===== src/verilog/tcdm_pkg.sv =====
// -------------------------------------------------
// shared widths, payload structs and enums for the
// TCDM front end. modules refer to it by scoped names.
// -------------------------------------------------
`default_nettype none

package tcdm_pkg;

  // -------------------------------------------------
  // widths
  // -------------------------------------------------
  localparam int unsigned DW     = 32;       // data word.
  localparam int unsigned BEW    = DW / 8;   // one enable per byte.
  localparam int unsigned AW     = 16;       // word address inside a bank.
  localparam int unsigned UW     = 4;        // user tag.
  localparam int unsigned CFG_DW = 32;       // config port data.

  // -------------------------------------------------
  // request and response payload
  // -------------------------------------------------
  typedef struct packed {
    logic [AW-1:0]  add;   // word address.
    logic           wen;   // 1 = read, 0 = write.
    logic [BEW-1:0] be;    // byte enables for writes.
    logic [DW-1:0]  data;  // write data.
    logic [UW-1:0]  user;  // tag, echoed back.
  } tcdm_req_t;

  typedef enum logic {
    OPC_OK  = 1'b0,  // access in range.
    OPC_ERR = 1'b1   // address past bank depth.
  } rsp_opc_e;

  typedef struct packed {
    logic [DW-1:0] r_data;  // read data, zero on writes.
    rsp_opc_e      r_opc;   // status.
    logic [UW-1:0] r_user;  // tag of the request.
  } tcdm_rsp_t;

  // -------------------------------------------------
  // configuration register map
  // -------------------------------------------------
  typedef enum logic [7:0] {
    CFG_CTRL     = 8'd0,  // write-only, bit 0 clears.
    CFG_MASK     = 8'd1,  // channel enables.
    CFG_CNT_BASE = 8'd2   // grant counter of channel 0, then 1, 2...
  } cfg_addr_e;

endpackage

`default_nettype wire


===== src/verilog/tcdm_mux_ctrl.sv =====
// -------------------------------------------------
// config block beside the mux: enable mask, clear
// pulse and saturating grant counters per channel.
// -------------------------------------------------
`timescale 1ns/1ns
`default_nettype none

module tcdm_mux_ctrl #(
  parameter int unsigned NB_IN_CHAN = 4
) (
  input  logic                        clk_i,
  input  logic                        rst_ni,
  input  logic                        cfg_we,
  input  tcdm_pkg::cfg_addr_e         cfg_addr,
  input  logic [tcdm_pkg::CFG_DW-1:0] cfg_wdata,
  output logic [tcdm_pkg::CFG_DW-1:0] cfg_rdata,
  input  logic [NB_IN_CHAN-1:0]       chan_req,   // tapped channel req.
  input  logic [NB_IN_CHAN-1:0]       chan_gnt,   // tapped channel gnt.
  output logic                        mux_clear,  // one-cycle pulse.
  output logic [NB_IN_CHAN-1:0]       chan_en
);

  localparam int unsigned CNT_W = 16;  // counter width.

  logic [NB_IN_CHAN-1:0]            mask_q;   // enables, reset all ones.
  logic                             clear_q;  // clear pulse.
  logic [NB_IN_CHAN-1:0][CNT_W-1:0] cnt_q;    // grant counters.
  logic                             wr_ctrl;
  logic                             wr_mask;

  assign wr_ctrl = cfg_we && (cfg_addr == tcdm_pkg::CFG_CTRL);
  assign wr_mask = cfg_we && (cfg_addr == tcdm_pkg::CFG_MASK);

  // -------------------------------------------------
  // mask and clear
  // -------------------------------------------------
  always_ff @(posedge clk_i or negedge rst_ni) begin : ctrl_regs
    if (!rst_ni) begin
      mask_q  <= '1;
      clear_q <= 1'b0;
    end else begin
      clear_q <= wr_ctrl & cfg_wdata[0];  // high the cycle after the write.
      if (wr_mask) begin
        mask_q <= cfg_wdata[NB_IN_CHAN-1:0];
      end
    end
  end

  // -------------------------------------------------
  // grant counters
  // -------------------------------------------------
  always_ff @(posedge clk_i or negedge rst_ni) begin : grant_cnt
    if (!rst_ni) begin
      cnt_q <= '0;
    end else begin
      for (int unsigned j = 0; j < NB_IN_CHAN; j++) begin
        if (clear_q) begin
          cnt_q[j] <= '0;  // clear wins over a grant.
        end else if (chan_req[j] && chan_gnt[j] && (cnt_q[j] != '1)) begin
          cnt_q[j] <= cnt_q[j] + 1'b1;  // saturates at max.
        end
      end
    end
  end

  // read mux, unmapped addresses return zero.
  always_comb begin : read_decode
    cfg_rdata = '0;
    if (cfg_addr == tcdm_pkg::CFG_MASK) begin
      cfg_rdata[NB_IN_CHAN-1:0] = mask_q;
    end
    for (int unsigned j = 0; j < NB_IN_CHAN; j++) begin
      if (32'(cfg_addr) == 32'(tcdm_pkg::CFG_CNT_BASE) + j) begin
        cfg_rdata[CNT_W-1:0] = cnt_q[j];
      end
    end
  end

  assign mux_clear = clear_q;
  assign chan_en   = mask_q;

endmodule

`default_nettype wire


===== config.mk =====
export PLATFORM = sky130hd
export DESIGN_NAME = tcdm_mux_ctrl
export DESIGN_NICKNAME = d
export VERILOG_FILES = /design/src/verilog/tcdm_pkg.sv /design/src/verilog/tcdm_mux_ctrl.sv
export SDC_FILE = /design/constraint.sdc
export NUM_CORES = 1
export LEC_CHECK = 0
export BUFFER_PORTS_ARGS = -buffer_cell sky130_fd_sc_hd__buf_2
export CAP_MARGIN = 20
export CELL_PAD_IN_SITES_DETAIL_PLACEMENT = 0
export CELL_PAD_IN_SITES_GLOBAL_PLACEMENT = 1
export CORE_ASPECT_RATIO = 0.8
export CORE_UTILIZATION = 40
export CTS_CLUSTER_DIAMETER = 150
export DETAILED_ROUTE_END_ITERATION = 10
export PLACE_DENSITY_LB_ADDON = 0.05
export SLEW_MARGIN = 30
export SYNTH_ARGS = -nofsm -noshare
export SYNTH_HDL_FRONTEND = slang
export SYNTH_SLANG_ARGS = --single-unit

===== constraint.sdc =====
create_clock -name clk_i -period 2.8 [get_ports clk_i]
set_input_delay 0.56 -clock clk_i [delete_from_list [all_inputs] [get_ports clk_i]]
set_output_delay 0.56 -clock clk_i [all_outputs]
set_load 0.02 [all_outputs]

# After elaboration in Yosys (flattened, before gate mapping)
# Cells that the tools add are included.
# word_totals
wordCells	48
regBits	69
output_inout_bits	37
# op_classes
addsub	4
mux	13
eq_ne	9
n_bitwise	1
n_reduce_logical	15
# ops
cell	n
16-bit 2-to-1 mux	12
16-bit by 1-bit adder with 16-bit output, second input constant	4
16-bit != test, second input constant	4
8-bit by 2-bit equality test with 1-bit output, second input constant	2
8-bit by 3-bit equality test with 1-bit output, second input constant	2
1-bit logical AND	10
8-bit by 1-bit equality test with 1-bit output, second input constant	1
8-bit logical NOT	1
2-bit nonzero test	4
4-bit 2-to-1 mux	1
1-bit bitwise AND	1

# Depth between registers and ports, before layout
# logic_depth
depth_word	6
ltp_mapped	6
ltp_nobuf	5

# Worst setup path after synthesis
# No wires, ideal clock.
# synth_timing
path_kind	input-to-output
start	input cfg_addr[7]
end	output cfg_rdata[10] in the netlist's numbering
required_time_ps	2240
arrival_ps	2171
path_slack_ps	69
stages	5
path_cell_list	or3_1 > or4_1 > clkbuf_1 > clkbuf_1 > o22ai_1
# synth_via
elab_chain_cells	5
word_cells_on_any_way	8
classes_between	4 x eq/ne; 4 x mux
# synth_rtl
element	line	text
start: declaration	tcdm_mux_ctrl.sv:14	input tcdm_pkg::cfg_addr_e cfg_addr,
8-bit by 2-bit equality test with 1-bit output	tcdm_mux_ctrl.sv:73	if (32'(cfg_addr) == 32'(tcdm_pkg::CFG_CNT_BASE) + j) begin
16-bit 2-to-1 mux (3 in series)	tcdm_mux_ctrl.sv:73	
16-bit 2-to-1 mux *	tcdm_mux_ctrl.sv:73	
end: declaration	tcdm_mux_ctrl.sv:16	output logic [tcdm_pkg::CFG_DW-1:0] cfg_rdata,
# Mark *: on every way between the ends. The rest lies on a longest branch, timed or not.

# Final worst setup path
# layout_timing
start	input cfg_addr[7]
end	output cfg_rdata[9] in the netlist's numbering
# Same word-level chain as after synthesis.

==> out/results.tsv <==
stage	metric	value	unit
sta	final worst path period share	98.0	%
finish	share of layout cells above drive strength 1	20.3	%
sta	Final min period	2.74	ns
synth	register area share after synthesis	37.3	%
routing	drt wl/cell	18.8	um
power	Clock Power Share	33.9	%
floorplan	Die ar.	12000	um2
clock_tree	Skew-Pair Late Insertion Delay	0.34	ns
clock_tree	H-tree depth	3	
sta	unrepaired setup endpoints after global routing	yes	
floorplan	Die Wd	122	um
synth	Cell Area, Synth	4640	um2
routing	Final ANT Viol Nets	0	
worst_setup_path	Critical Path End	cfg_rdata[9]	
global_routing	vias in the first global route	3961	
sta	Clock Skew	0.00556	ns
routing	DR pass1 iterations	5	
worst_setup_path	Buf/Inv on CP	3	
global_routing	largest net degree at the start of global routing	34	
worst_setup_path	reg2reg setup slack	0.65	ns
synth	Yosys cell types	61	
run	max-cap violations	0	
finish	Ant. Diodes	0	
worst_setup_path	CP Class	in2out	
clock_tree	clock-pin slew on the worst setup and hold paths	0.05	ns
synth	Post-synth ARST share	100	%
placement	# port buffers	43	
worst_hold_path	class of the worst hold path	in2async	
routing	via/cell ratio	6.11	
routing	drt first-iter violations	346	
power	Net Switching	0.00113	W
sta	Max Clk Rate	0.364	GHz
clock_tree	CTS Buffer Depth	2	
placement	gpl congestion	0.828	
synth	Seq cells post-synth	69	
status	status	finished, final reports clean	
power	switching part of the total	34.2	%
clock_tree	CTS tree	built	
worst_setup_path	CP Data Required Time	2.24	ns
power	pwr/cell area	611	nW/um2
worst_setup_path	FF-to-FF Start	cnt_q[33]	
worst_setup_path	Reg2Reg Depth	5	
clock_tree	clock root cell	clkbuf_16	
power	Seq pwr share	45.9	%
global_routing	All-Layer GR Usage	23.4	%
power	worst vdd rail ir drop	0.313	mV
finish	non-filler cells, final	720	
worst_setup_path	crit path cell chain	buf_2 > or3_4 > or4_4 > buf_4 > o22ai_2 > buf_2	
sta	worst-margin pin slew	0.882	ns
worst_setup_path	FF-to-FF End	cnt_q[42]	
worst_setup_path	nature of the critical path startpoint	input pin	
floorplan	Site Rows	34	
power	Internal Power	0.00216	W
routing	routed wire length	13500	um
sta	slew margin rel.	41.1	%
routing	Vias	4402	
sta	Fin Hold WS	0.226	ns
clock_tree	cts bufs inserted	9	
floorplan	Die Span Y	98.4	um
worst_setup_path	Top cell by count, worst path	buf_2	
global_routing	initial antenna violation count	0	
sta	final max-slew violation count	0	
synth	Post-synth EDFFs	0	
power	logic gate share of total power	20.2	%
sta	final setup violation count	0	
clock_tree	number of clock sinks	69	
worst_setup_path	CP max stage delay	0.58	ns
worst_setup_path	slowest CP cell	or4_4	
sta	final hold violations	0	
routing	DRC	0	
placement	DP HPWL	9890	um
synth	Top FF cell, synth	dfrtp_1	
global_routing	GR Overflow Total	0	
clock_tree	buffer count from post-CTS setup fixing	0	
sta	setup TNS	0	ns
finish	fin nets	627	
synth	Ys Warns	0	
floorplan	initial core utilization	41.8	%
worst_setup_path	crit-path leading delay family	simple AND/OR/NAND/NOR gates	
floorplan	core area	11100	um2
floorplan	IO Count	88	
worst_setup_path	CP Depth	6	
finish	Fill cells	1052	
power	leakage power	2.21	nW
worst_setup_path	crit path DAT	2.18	ns
placement	placed insts	705	
worst_setup_path	Worst setup startpoint	cfg_addr[7]	
synth	Avg Synthesized Cell Area	8.88	um2
worst_setup_path	Crit Path Max Fanout	7	
worst_setup_path	Crit. End Element	output pin	
synth	cells after synthesis	523	
finish	synth-to-layout area growth	16.1	%
global_routing	global-route wire length before repair	21600	um
-- cell usage in the layout, fill, tap and decap left out, types with 10 or more instances in the layout --
cell type and count:
dfrtp_1 64, nor4_1 12, mux2i_1 22, buf_2 39, nor2b_1 11, nand2_1 30, or3_1 10, inv_1 15
nand3_1 26, o21ai_0 20, buf_4 24, nor2_1 33, mux2_2 15, conb_1 16, a21oi_1 36, o31ai_1 15
nand4_1 16, or4_1 20
-- state kept, by name, indices dropped and copies added (netlist names) --
register and count:
mux_clear 1, chan_en 4, cnt_q 64
-- synth_stat cells, drive strengths merged, types with 4 or more instances --
master   n  area (um2)
dfrtp   65        1630
a21oi   36         180
nor2    33         124
nand2   30         113
nand3   26         130
mux2i   22         220
or4     22         165
clkbuf  21        78.8
o21ai   21         105
buf     20         139
nand4   17         113
inv     15        56.3
mux2    15         169
o31ai   15         113
nor4    13        87.6
or3     12        76.3
nor2b   11        68.8
o22ai   11        68.8
nor3     9        45.0
o41ai    9        78.8
a22oi    8        60.1
and3     7        43.8
and4     7        61.3
nand2b   6        37.5
o211ai   6        45.0
o311ai   6        52.6
nor3b    5        37.5
or2      5        31.3
and2     4        25.0
dfstp    4         105
ha       4        50.1
o311a    4        40.0
-- stage by stage --
step | setup slack (ns) | utilization, % | total power [W] | instance area [um2]
CTS | 0.00645 | 48.1 | 0.00330 | 5350
floorplan | 0.0692 | - | 0.00188 | 4700
finish | 0.0561 | 48.5 | 0.00329 | 5390
detailed placement | -0.0656 | 45.5 | 0.00217 | 5050
global route | -0.0268 | 48.5 | 0.00348 | 5390
global placement | -0.0421 | 45.5 | 0.00214 | 5050
-- power by group through the flow --
stage / Clock, W / Combinational (W) / Sequential [W]
final: 0.00112 / 0.000664 / 0.00151
after global routing: 0.00118 / 0.000755 / 0.00154
after CTS: 0.00114 / 0.000661 / 0.00150
after detailed placement: 0 / 0.000655 / 0.00151
after global placement: 0 / 0.000636 / 0.00151
after floorplan: 0 / 0.000509 / 0.00137
-- how the worst min path moves through the flow --
stage                   start         to  slack (ns)
finish                 rst_ni   cnt_q[6]        0.23
global route           rst_ni   cnt_q[6]        0.26
CTS                    rst_ni   cnt_q[6]        0.24
detailed placement  cnt_q[26]  cnt_q[26]        0.53
global placement    cnt_q[26]  cnt_q[26]        0.51
floorplan              rst_ni   cnt_q[0]        0.26
-- metal layers --
layer	global-route usage [%]	routed length, um
met1	35.6	7000
met2	31.9	5480
met3	5.32	720
met4	8.16	319
met5	0	0
-- logic make-up (layout without fill, tap and decap cells) --
group                      Yosys count  after routing  synth area share (%)
buffers and inverters               56             94                  5.90
and+or+nand+nor                    216            216                  26.9
other                                1             16                0.0808
muxes                               37             37                  8.38
DFF                                 69             69                  37.3
adders and majority gates            4              4                  1.08
AOI/OAI and AO/OA                  140            140                  20.3
-- layout make-up --
type / instances / area, um2 / area share (%)
clock buffer: 14 / 284 / 5.27
clock inverter: 1 / 5.00 / 0.0929
inverter: 15 / 56.3 / 1.04
multi-input combinational: 413 / 2740 / 50.8
sequential: 69 / 1730 / 32.2
tap: 144 / 180 / 3.34
timing repair buffer: 64 / 395 / 7.34
-- repair_timing --
item	CTS	global route
resized for setup	2	11
hold buffers	0	0
pin swaps	0	1
endpoints found under the setup margin	11	10
hold endpoints to repair	0	0
(Power assumes the default switching activity.)
