==> config.mk <==
export PLATFORM = sky130hd
export DESIGN_NAME = tcdm_core_mux
export DESIGN_NICKNAME = d
export VERILOG_FILES = /design/src/verilog/tcdm_pkg.sv /design/src/verilog/tcdm_core_mux.sv
export SDC_FILE = /design/constraint.sdc
export NUM_CORES = 1
export LEC_CHECK = 0
export ABC_AREA = 1
export BUFFER_PORTS_ARGS = -buffer_cell sky130_fd_sc_hd__buf_2
export CAP_MARGIN = 5
export CORE_AREA = 2 2 228 230
export DETAILED_ROUTE_END_ITERATION = 12
export DIE_AREA = 0 0 230 232
export HOLD_SLACK_MARGIN = 0.15
export SLEW_MARGIN = 25
export SYNTH_ARGS = -nofsm -noshare
export SYNTH_HDL_FRONTEND = slang
export SYNTH_SLANG_ARGS = --single-unit
==> constraint.sdc <==
create_clock -name clk_i -period 1.25 [get_ports clk_i]
set_input_delay 0.125 -clock clk_i [delete_from_list [all_inputs] [get_ports clk_i]]
set_output_delay 0.125 -clock clk_i [all_outputs]
set_load 0.005 [all_outputs]
==> src/verilog/tcdm_pkg.sv <==
// -------------------------------------------------
// shared widths, payload structs and enums for the
// TCDM front end. modules refer to it by scoped names.
// -------------------------------------------------
`default_nettype none

package tcdm_pkg;

  // -------------------------------------------------
  // widths
  // -------------------------------------------------
  localparam int unsigned DW     = 32;       // data word.
  localparam int unsigned BEW    = DW / 8;   // one enable per byte.
  localparam int unsigned AW     = 16;       // word address inside a bank.
  localparam int unsigned UW     = 4;        // user tag.
  localparam int unsigned CFG_DW = 32;       // config port data.

  // -------------------------------------------------
  // request and response payload
  // -------------------------------------------------
  typedef struct packed {
    logic [AW-1:0]  add;   // word address.
    logic           wen;   // 1 = read, 0 = write.
    logic [BEW-1:0] be;    // byte enables for writes.
    logic [DW-1:0]  data;  // write data.
    logic [UW-1:0]  user;  // tag, echoed back.
  } tcdm_req_t;

  typedef enum logic {
    OPC_OK  = 1'b0,  // access in range.
    OPC_ERR = 1'b1   // address past bank depth.
  } rsp_opc_e;

  typedef struct packed {
    logic [DW-1:0] r_data;  // read data, zero on writes.
    rsp_opc_e      r_opc;   // status.
    logic [UW-1:0] r_user;  // tag of the request.
  } tcdm_rsp_t;

  // -------------------------------------------------
  // configuration register map
  // -------------------------------------------------
  typedef enum logic [7:0] {
    CFG_CTRL     = 8'd0,  // write-only, bit 0 clears.
    CFG_MASK     = 8'd1,  // channel enables.
    CFG_CNT_BASE = 8'd2   // grant counter of channel 0, then 1, 2...
  } cfg_addr_e;

endpackage

`default_nettype wire

==> src/verilog/tcdm_core_mux.sv <==
// -------------------------------------------------
// round-robin funnel of input channels onto memory ports.
// channel j always lands on port j mod NB_OUT_CHAN.
// -------------------------------------------------
`timescale 1ns/1ns
`default_nettype none

module tcdm_core_mux #(
  parameter int unsigned NB_IN_CHAN  = 4,
  parameter int unsigned NB_OUT_CHAN = 2
) (
  input  logic                                  clk_i,
  input  logic                                  rst_ni,
  input  logic                                  clear,          // resets rr pointer.
  input  logic [NB_IN_CHAN-1:0]                 chan_en,        // per-channel enable.
  input  logic [NB_IN_CHAN-1:0]                 in_req,
  input  tcdm_pkg::tcdm_req_t [NB_IN_CHAN-1:0]  in_req_data,
  output logic [NB_IN_CHAN-1:0]                 in_gnt,
  output logic [NB_IN_CHAN-1:0]                 in_rsp_valid,
  output tcdm_pkg::tcdm_rsp_t [NB_IN_CHAN-1:0]  in_rsp,
  output logic [NB_OUT_CHAN-1:0]                mem_req,
  output tcdm_pkg::tcdm_req_t [NB_OUT_CHAN-1:0] mem_req_data,
  input  logic [NB_OUT_CHAN-1:0]                mem_gnt,
  input  logic [NB_OUT_CHAN-1:0]                mem_rsp_valid,
  input  tcdm_pkg::tcdm_rsp_t [NB_OUT_CHAN-1:0] mem_rsp
);

  // channels sharing one port, and the width of a slot index.
  localparam int unsigned NB_SLOT = NB_IN_CHAN / NB_OUT_CHAN;
  localparam int unsigned SW      = (NB_SLOT > 1) ? $clog2(NB_SLOT) : 1;

  logic [NB_IN_CHAN-1:0]           req_en;    // requests that may compete.
  logic [SW-1:0]                   rr_q;      // shared rotating start slot.
  logic [NB_OUT_CHAN-1:0][SW-1:0]  winner_d;  // slot picked this cycle.
  logic [NB_OUT_CHAN-1:0][SW-1:0]  winner_q;  // slot owning the response.
  logic [NB_OUT_CHAN-1:0]          found_d;   // port has a candidate.
  logic [NB_OUT_CHAN-1:0]          xfer_d;    // port transfers now.
  logic [NB_OUT_CHAN-1:0]          xfer_q;    // response due this cycle.

  assign req_en = in_req & chan_en;  // masked channels never compete.
  assign xfer_d = mem_req & mem_gnt;

  // -------------------------------------------------
  // round-robin pointer
  // -------------------------------------------------
  always_ff @(posedge clk_i or negedge rst_ni) begin : rr_pointer
    if (!rst_ni) begin
      rr_q <= '0;
    end else if (clear) begin
      rr_q <= '0;
    end else if (|xfer_d) begin  // moves once per busy cycle.
      if (rr_q == SW'(NB_SLOT - 1)) begin
        rr_q <= '0;  // wrap.
      end else begin
        rr_q <= rr_q + 1'b1;
      end
    end
  end

  // -------------------------------------------------
  // per-port rotating priority search
  // -------------------------------------------------
  always_comb begin : arbiter
    int unsigned slot;
    winner_d = '0;
    found_d  = '0;
    for (int unsigned i = 0; i < NB_OUT_CHAN; i++) begin
      for (int unsigned k = 0; k < NB_SLOT; k++) begin
        slot = 32'(rr_q) + k;  // start at pointer.
        if (slot >= NB_SLOT) begin
          slot = slot - NB_SLOT;  // modulo slot count.
        end
        if (!found_d[i] && req_en[slot*NB_OUT_CHAN+i]) begin
          found_d[i]  = 1'b1;  // first hit wins.
          winner_d[i] = SW'(slot);
        end
      end
    end
  end

  // forward the winning payload to each port.
  always_comb begin : fwd_req
    for (int unsigned i = 0; i < NB_OUT_CHAN; i++) begin
      mem_req[i]      = found_d[i];
      mem_req_data[i] = in_req_data[32'(winner_d[i])*NB_OUT_CHAN+i];
    end
  end

  // -------------------------------------------------
  // winner register, one per port
  // -------------------------------------------------
  always_ff @(posedge clk_i or negedge rst_ni) begin : winner_reg
    if (!rst_ni) begin
      winner_q <= '0;
      xfer_q   <= '0;
    end else begin
      winner_q <= winner_d;  // who gets next cycle's response.
      xfer_q   <= xfer_d;    // one response per transfer.
    end
  end

  // -------------------------------------------------
  // grant and response steering
  // -------------------------------------------------
  always_comb begin : steer
    int unsigned ch;
    in_gnt       = '0;
    in_rsp_valid = '0;
    in_rsp       = '0;
    for (int unsigned i = 0; i < NB_OUT_CHAN; i++) begin
      for (int unsigned s = 0; s < NB_SLOT; s++) begin
        ch = s * NB_OUT_CHAN + i;  // channel in slot s of port i.
        // grant goes back in the request cycle.
        in_gnt[ch] = mem_gnt[i] & found_d[i] & (winner_d[i] == SW'(s));
        if (winner_q[i] == SW'(s)) begin
          in_rsp_valid[ch] = mem_rsp_valid[i] & xfer_q[i];
          in_rsp[ch]       = mem_rsp[i];  // data, opc and user together.
        end
      end
    end
  end

endmodule

`default_nettype wire

== Word-level counts from Yosys, hierarchy flattened ==
Index checks and enable logic that the tools add are counted.

* Bitwise logic cells: 12
* Reductions and logical operators: 6
* Magnitude comparators: 8
* Add/sub/neg operators: 7
* Div/mod/pow operators: 0
* Equality and inequality tests: 0
* Multiplexer cells: 33
* Shifts and indexed selects: 0
* Multipliers: 0

{| class="wikitable"
|+ Operators by type and width
! cell !! number
|-
| 57-bit two-way mux || 3
|-
| 37-bit two-way mux || 4
|-
| 32-bit by 3-bit < comparator with 1-bit output, second input constant || 4
|-
| 57-bit binary-select mux with 2-bit select || 1
|-
| 32-bit by 1-bit adder with 32-bit output, second input constant || 2
|-
| 31-bit two-way mux || 2
|-
| 1-bit two-way mux || 21
|-
| 1-bit bitwise AND || 8
|-
| 4-bit bitwise AND || 1
|-
| 1-bit binary-select mux with 2-bit select || 2
|-
| 2-bit by 1-bit adder with 3-bit output, second input constant || 1
|-
| 2-bit by 3-bit < comparator with 1-bit output, second input constant || 1
|-
| 3-bit < comparator, second input constant || 1
|-
| 1-bit by 2-bit subtractor with 3-bit output, second input constant || 1
|-
| 2-bit by 2-bit subtractor with 3-bit output, second input constant || 1
|-
| 1-bit by 1-bit adder with 2-bit output, second input constant || 1
|-
| 2-bit bitwise AND || 1
|-
| 1-bit by 2-bit >= comparator with 1-bit output, second input constant || 1
|-
| 2-bit >= comparator, second input constant || 1
|-
| 1-bit logical AND || 2
|-
| 1-bit zero test || 2
|-
| 1-bit NOT || 2
|-
| 2-bit nonzero test || 1
|-
| 2-bit OR reduction || 1
|-
| 1-bit adder, second input constant || 1
|}

* Memories: 0
* RAM bits: 0
* Word-level logic and storage cells: 70
* Input bits: 317
* Register bits after elaboration: 5
* ROM bits: 0
* Bits in latches: 0

== Logic depth before layout (Yosys ltp) ==
* Depth in word-level cells: 13
* Mapped depth: 7

== Worst setup path after synthesis ==
OpenSTA, ideal clock, no wires.

* Path type: flip-flop to output port
* Start point: register rr_q
* End point: output port mem_req_data[100] (netlist name)
* Path slack: 0.044 ns
* Stages on the path, launching flop included: 8
* Data arrival time: 1.081 ns
* Data required time: 1.125 ns
* Buffers on the path: 2
* Path through: dfrtp_1 > inv_2 > a31oi_4 > inv_2 > buf_2 > buf_4 > nand2_1 > nand2_1

{| class="wikitable"
|+ RTL lines
! element !! line !! text
|-
| start, declared || tcdm_core_mux.sv:33 || <nowiki>logic [SW-1:0] rr_q;</nowiki>
|-
| start signal, assigned || tcdm_core_mux.sv:55 || <nowiki>rr_q <= rr_q + 1'b1;</nowiki>
|-
| end, declared || tcdm_core_mux.sv:22 || <nowiki>output tcdm_pkg::tcdm_req_t [NB_OUT_CHAN-1:0] mem_req_data,</nowiki>
|}

==> impl_metrics.env <==
export IMPL_layout_drive_gt1_share_pct=67.54
export IMPL_clk_latency_ns=0.24
export IMPL_worst_clock_skew_ns=0.001890
export IMPL_vias=6481
export IMPL_yosys_area_share_simple_pct=67.06
export IMPL_synthCells=715
export IMPL_portBuffers=588
export IMPL_drtIter0Drc=310
export IMPL_first_pass_iters=4
export IMPL_switchingPower_mw=1.706
export IMPL_slew_headroom_pct=79.47
export IMPL_leakage_nw=5.921
export IMPL_antenna_found_initial=1
export IMPL_fmax_ghz=0.5763
export IMPL_critical_path_startpoint_type="register"
export IMPL_crit_start="rr_q$_DFFE_PN0P_"
export IMPL_die_h_um=232
export IMPL_rsz0062_at_grt="yes"
export IMPL_required_ns=1.12
export IMPL_fin_util_pct=17.69
export IMPL_grt_max_degree=51
export IMPL_final_cell_mix="buf_2 (556), nand2_1 (272), inv_1 (116)"
export IMPL_drv_slew=0
export IMPL_rows=83
export IMPL_p_clk_share_pct=15.1
export IMPL_h_tree_depth=1
export IMPL_drcViolationCount=0
export IMPL_crit_fanout=5
export IMPL_clock_sinks=5
export IMPL_synthMuxAreaShare_pct=0
export IMPL_r2r_start="rr_q$_DFFE_PN0P_"
export IMPL_gr_total_overflow=0
export IMPL_p_sw_share_pct=43.82
export IMPL_tightestPinTransition_ns=0.3071
export IMPL_ys_warn_count=0
export IMPL_wl_per_cell_um=12.32
export IMPL_grt_pass1_wl_mm=29.87
export IMPL_yosysUniqueCellTypes=12
export IMPL_grtUsageTotal_pct=7.374
export IMPL_synth_xor_area_share_pct=0
export IMPL_hold_viol=0
export IMPL_synth_fp_nets=1032
export IMPL_ys_seq_elements=5
export IMPL_floorplan_die_width_um=230
export IMPL_setup_slack_ns=-0.4852
export IMPL_clockRootBuffer="clkbuf_16"
export IMPL_min_period_ns=1.735
export IMPL_intPower_mw=2.187
export IMPL_nets=1652
export IMPL_synth_top_area_share_pct=55.95
export IMPL_final_cell_count_no_fill=2015
export IMPL_cp_arrival_ns=1.61
export IMPL_core_um2=50890
export IMPL_antenna_left=0
export IMPL_clk_pin_slew_ns=0.04
export IMPL_routabilityCongestion=0.8132
export IMPL_routed_via_density=3.216
export IMPL_cts_buffer_depth=2
export IMPL_period_share_pct=138.8
export IMPL_yosysSeqAreaShare_pct=4.357
export IMPL_worstHoldStart="mem_gnt[1]"
export IMPL_synth_adder_area_share_pct=0
export IMPL_outcome="complete, but fails checks"
export IMPL_synth_cell_area_um2=2872
export IMPL_routed_wl_mm=24.82
export IMPL_initial_core_util_pct=5.643
export IMPL_r2r_slack_ns=0
export IMPL_dieArea_um2=53360
export IMPL_grt_pass1_vias=5451
export IMPL_dp_hpwl_mm=17.56
export IMPL_endpoint_kind="output port"
export IMPL_area_growth_pct=213.5
export IMPL_num_io_pins=589
export IMPL_fillers=5751
export IMPL_pwr_share_comb_pct=79.8
export IMPL_yosys_top_cells_area="nand2_1 (56%), inv_1 (20%), nor2_1 (11%), dfrtp_1 (4.4%), buf_4 (2.1%)"
export IMPL_syn_area_per_cell_um2=4.016
export IMPL_cts_tree="built"
export IMPL_fin_setup_tns_ns=-73.22
export IMPL_power_frac_seq_pct=5.2
export IMPL_power_mw=3.893
export IMPL_synth_compound_area_share_pct=1.481
export IMPL_setup_viol=270
export IMPL_ir_drop_mv=0.2605
export IMPL_powerDensity_nw_per_um2=432.5
export IMPL_synth_top_area_cell="nand2_1"
export IMPL_maxCapViolCount=0
export IMPL_worstHoldPathType="input pin to register"
export IMPL_seqCellArea_um2=132.6
export IMPL_dpl_cell_count=1968
export IMPL_critPathKind="register to output port"
export IMPL_violations="setup timing"
export IMPL_cts_inserted_buffers=3
export IMPL_final_common_cell="buf_2"
export IMPL_multiInputGateArea_um2=2937
export IMPL_synth_top_family_by_area="simple AND/OR/NAND/NOR gates"
through the flow:
step                      setup WS, ns  hold slack, ns  area [um^2]
after floorplan                0.04428         -0.1706         2872
after global placement         -0.1841         0.03738         6763
after detailed placement       -0.2023         0.03580         6763
after CTS                      -0.4778          0.2926         7661
after global routing           -0.5631          0.3095         9001
final                          -0.4852          0.2966         9001
power groups by stage:
stage	logic (mW)	registers [mW]	clock network [mW]
floorplan	0.800	0.181	0
global placement	2.16	0.193	0
detailed placement	2.16	0.193	0
CTS	2.55	0.202	0.643
global route	3.35	0.204	0.650
finish	3.11	0.201	0.587
routing by layer:
| metal | GRT usage [%] | part of all wire [%] |
|---|---|---|
| met5 | 0 | 0 |
| met4 | 1.673 | 1.5 |
| met3 | 1.559 | 8.0 |
| met2 | 13.67 | 51 |
| met1 | 8.614 | 39 |
registers in the layout, summed over array words and instances (netlist names):
name	cells
winner_q	2
xfer_q	2
rr_q	1
worst max-delay path: stages (launching register included):
cell and delay (ns):
dfrtp_1 0.36, inv_2 0.08, a31oi_4 0.25, inv_6 0.11, buf_6 0.16, buf_16 0.14, nand2_2 0.05, nand2_1 0.06
buf_2 0.12
what timing repair did:
item,CTS,global route
cloned,13,14
setup endpoints to repair,234,270
pin swaps,44,67
buffers inserted,6,10
resized for setup,133,305
hold endpoints to repair,6,0
hold buffers,2,0
synthesized netlist by cell type (all sizes together):
| cell | number |
|---|---|
| a31oi | 2 |
| buf | 26 |
| clkbuf | 14 |
| dfrtp | 5 |
| inv | 156 |
| nand2 | 428 |
| nand3 | 1 |
| nand4 | 1 |
| nor2 | 82 |
cells by family (layout without fill, tap and decap cells):
logic type / count (synthesis) / count (layout)
flops: 5 / 5
compound gates: 2 / 2
buf+inv: 196 / 815
simple gates: 512 / 512
other cells: 0 / 1
final timing paths:
kind,endpoint,cells after the start
worst max-delay path,mem_req_data[73],8
worst min-delay path,xfer_q[1]$_DFF_PN0_,4
worst max register to register,winner_q[0]$_DFF_PN0_,5
worst min register to register,rr_q$_DFFE_PN0P_,2
max in group asynchronous,winner_q[1]$_DFF_PN0_,2
min in group asynchronous,xfer_q[0]$_DFF_PN0_,2
final cells by class:
| class | count | share of cell area, % |
|---|---|---|
| repair buffers | 655 | 48.82 |
| multi-input cells | 514 | 32.62 |
| clock buffers | 4 | 0.8757 |
| flip-flops and latches | 5 | 1.473 |
| well taps | 680 | 9.452 |
| inverters | 156 | 6.728 |
| diodes | 1 | 0.02780 |
Note: power is estimated with default switching activity, not from simulation.
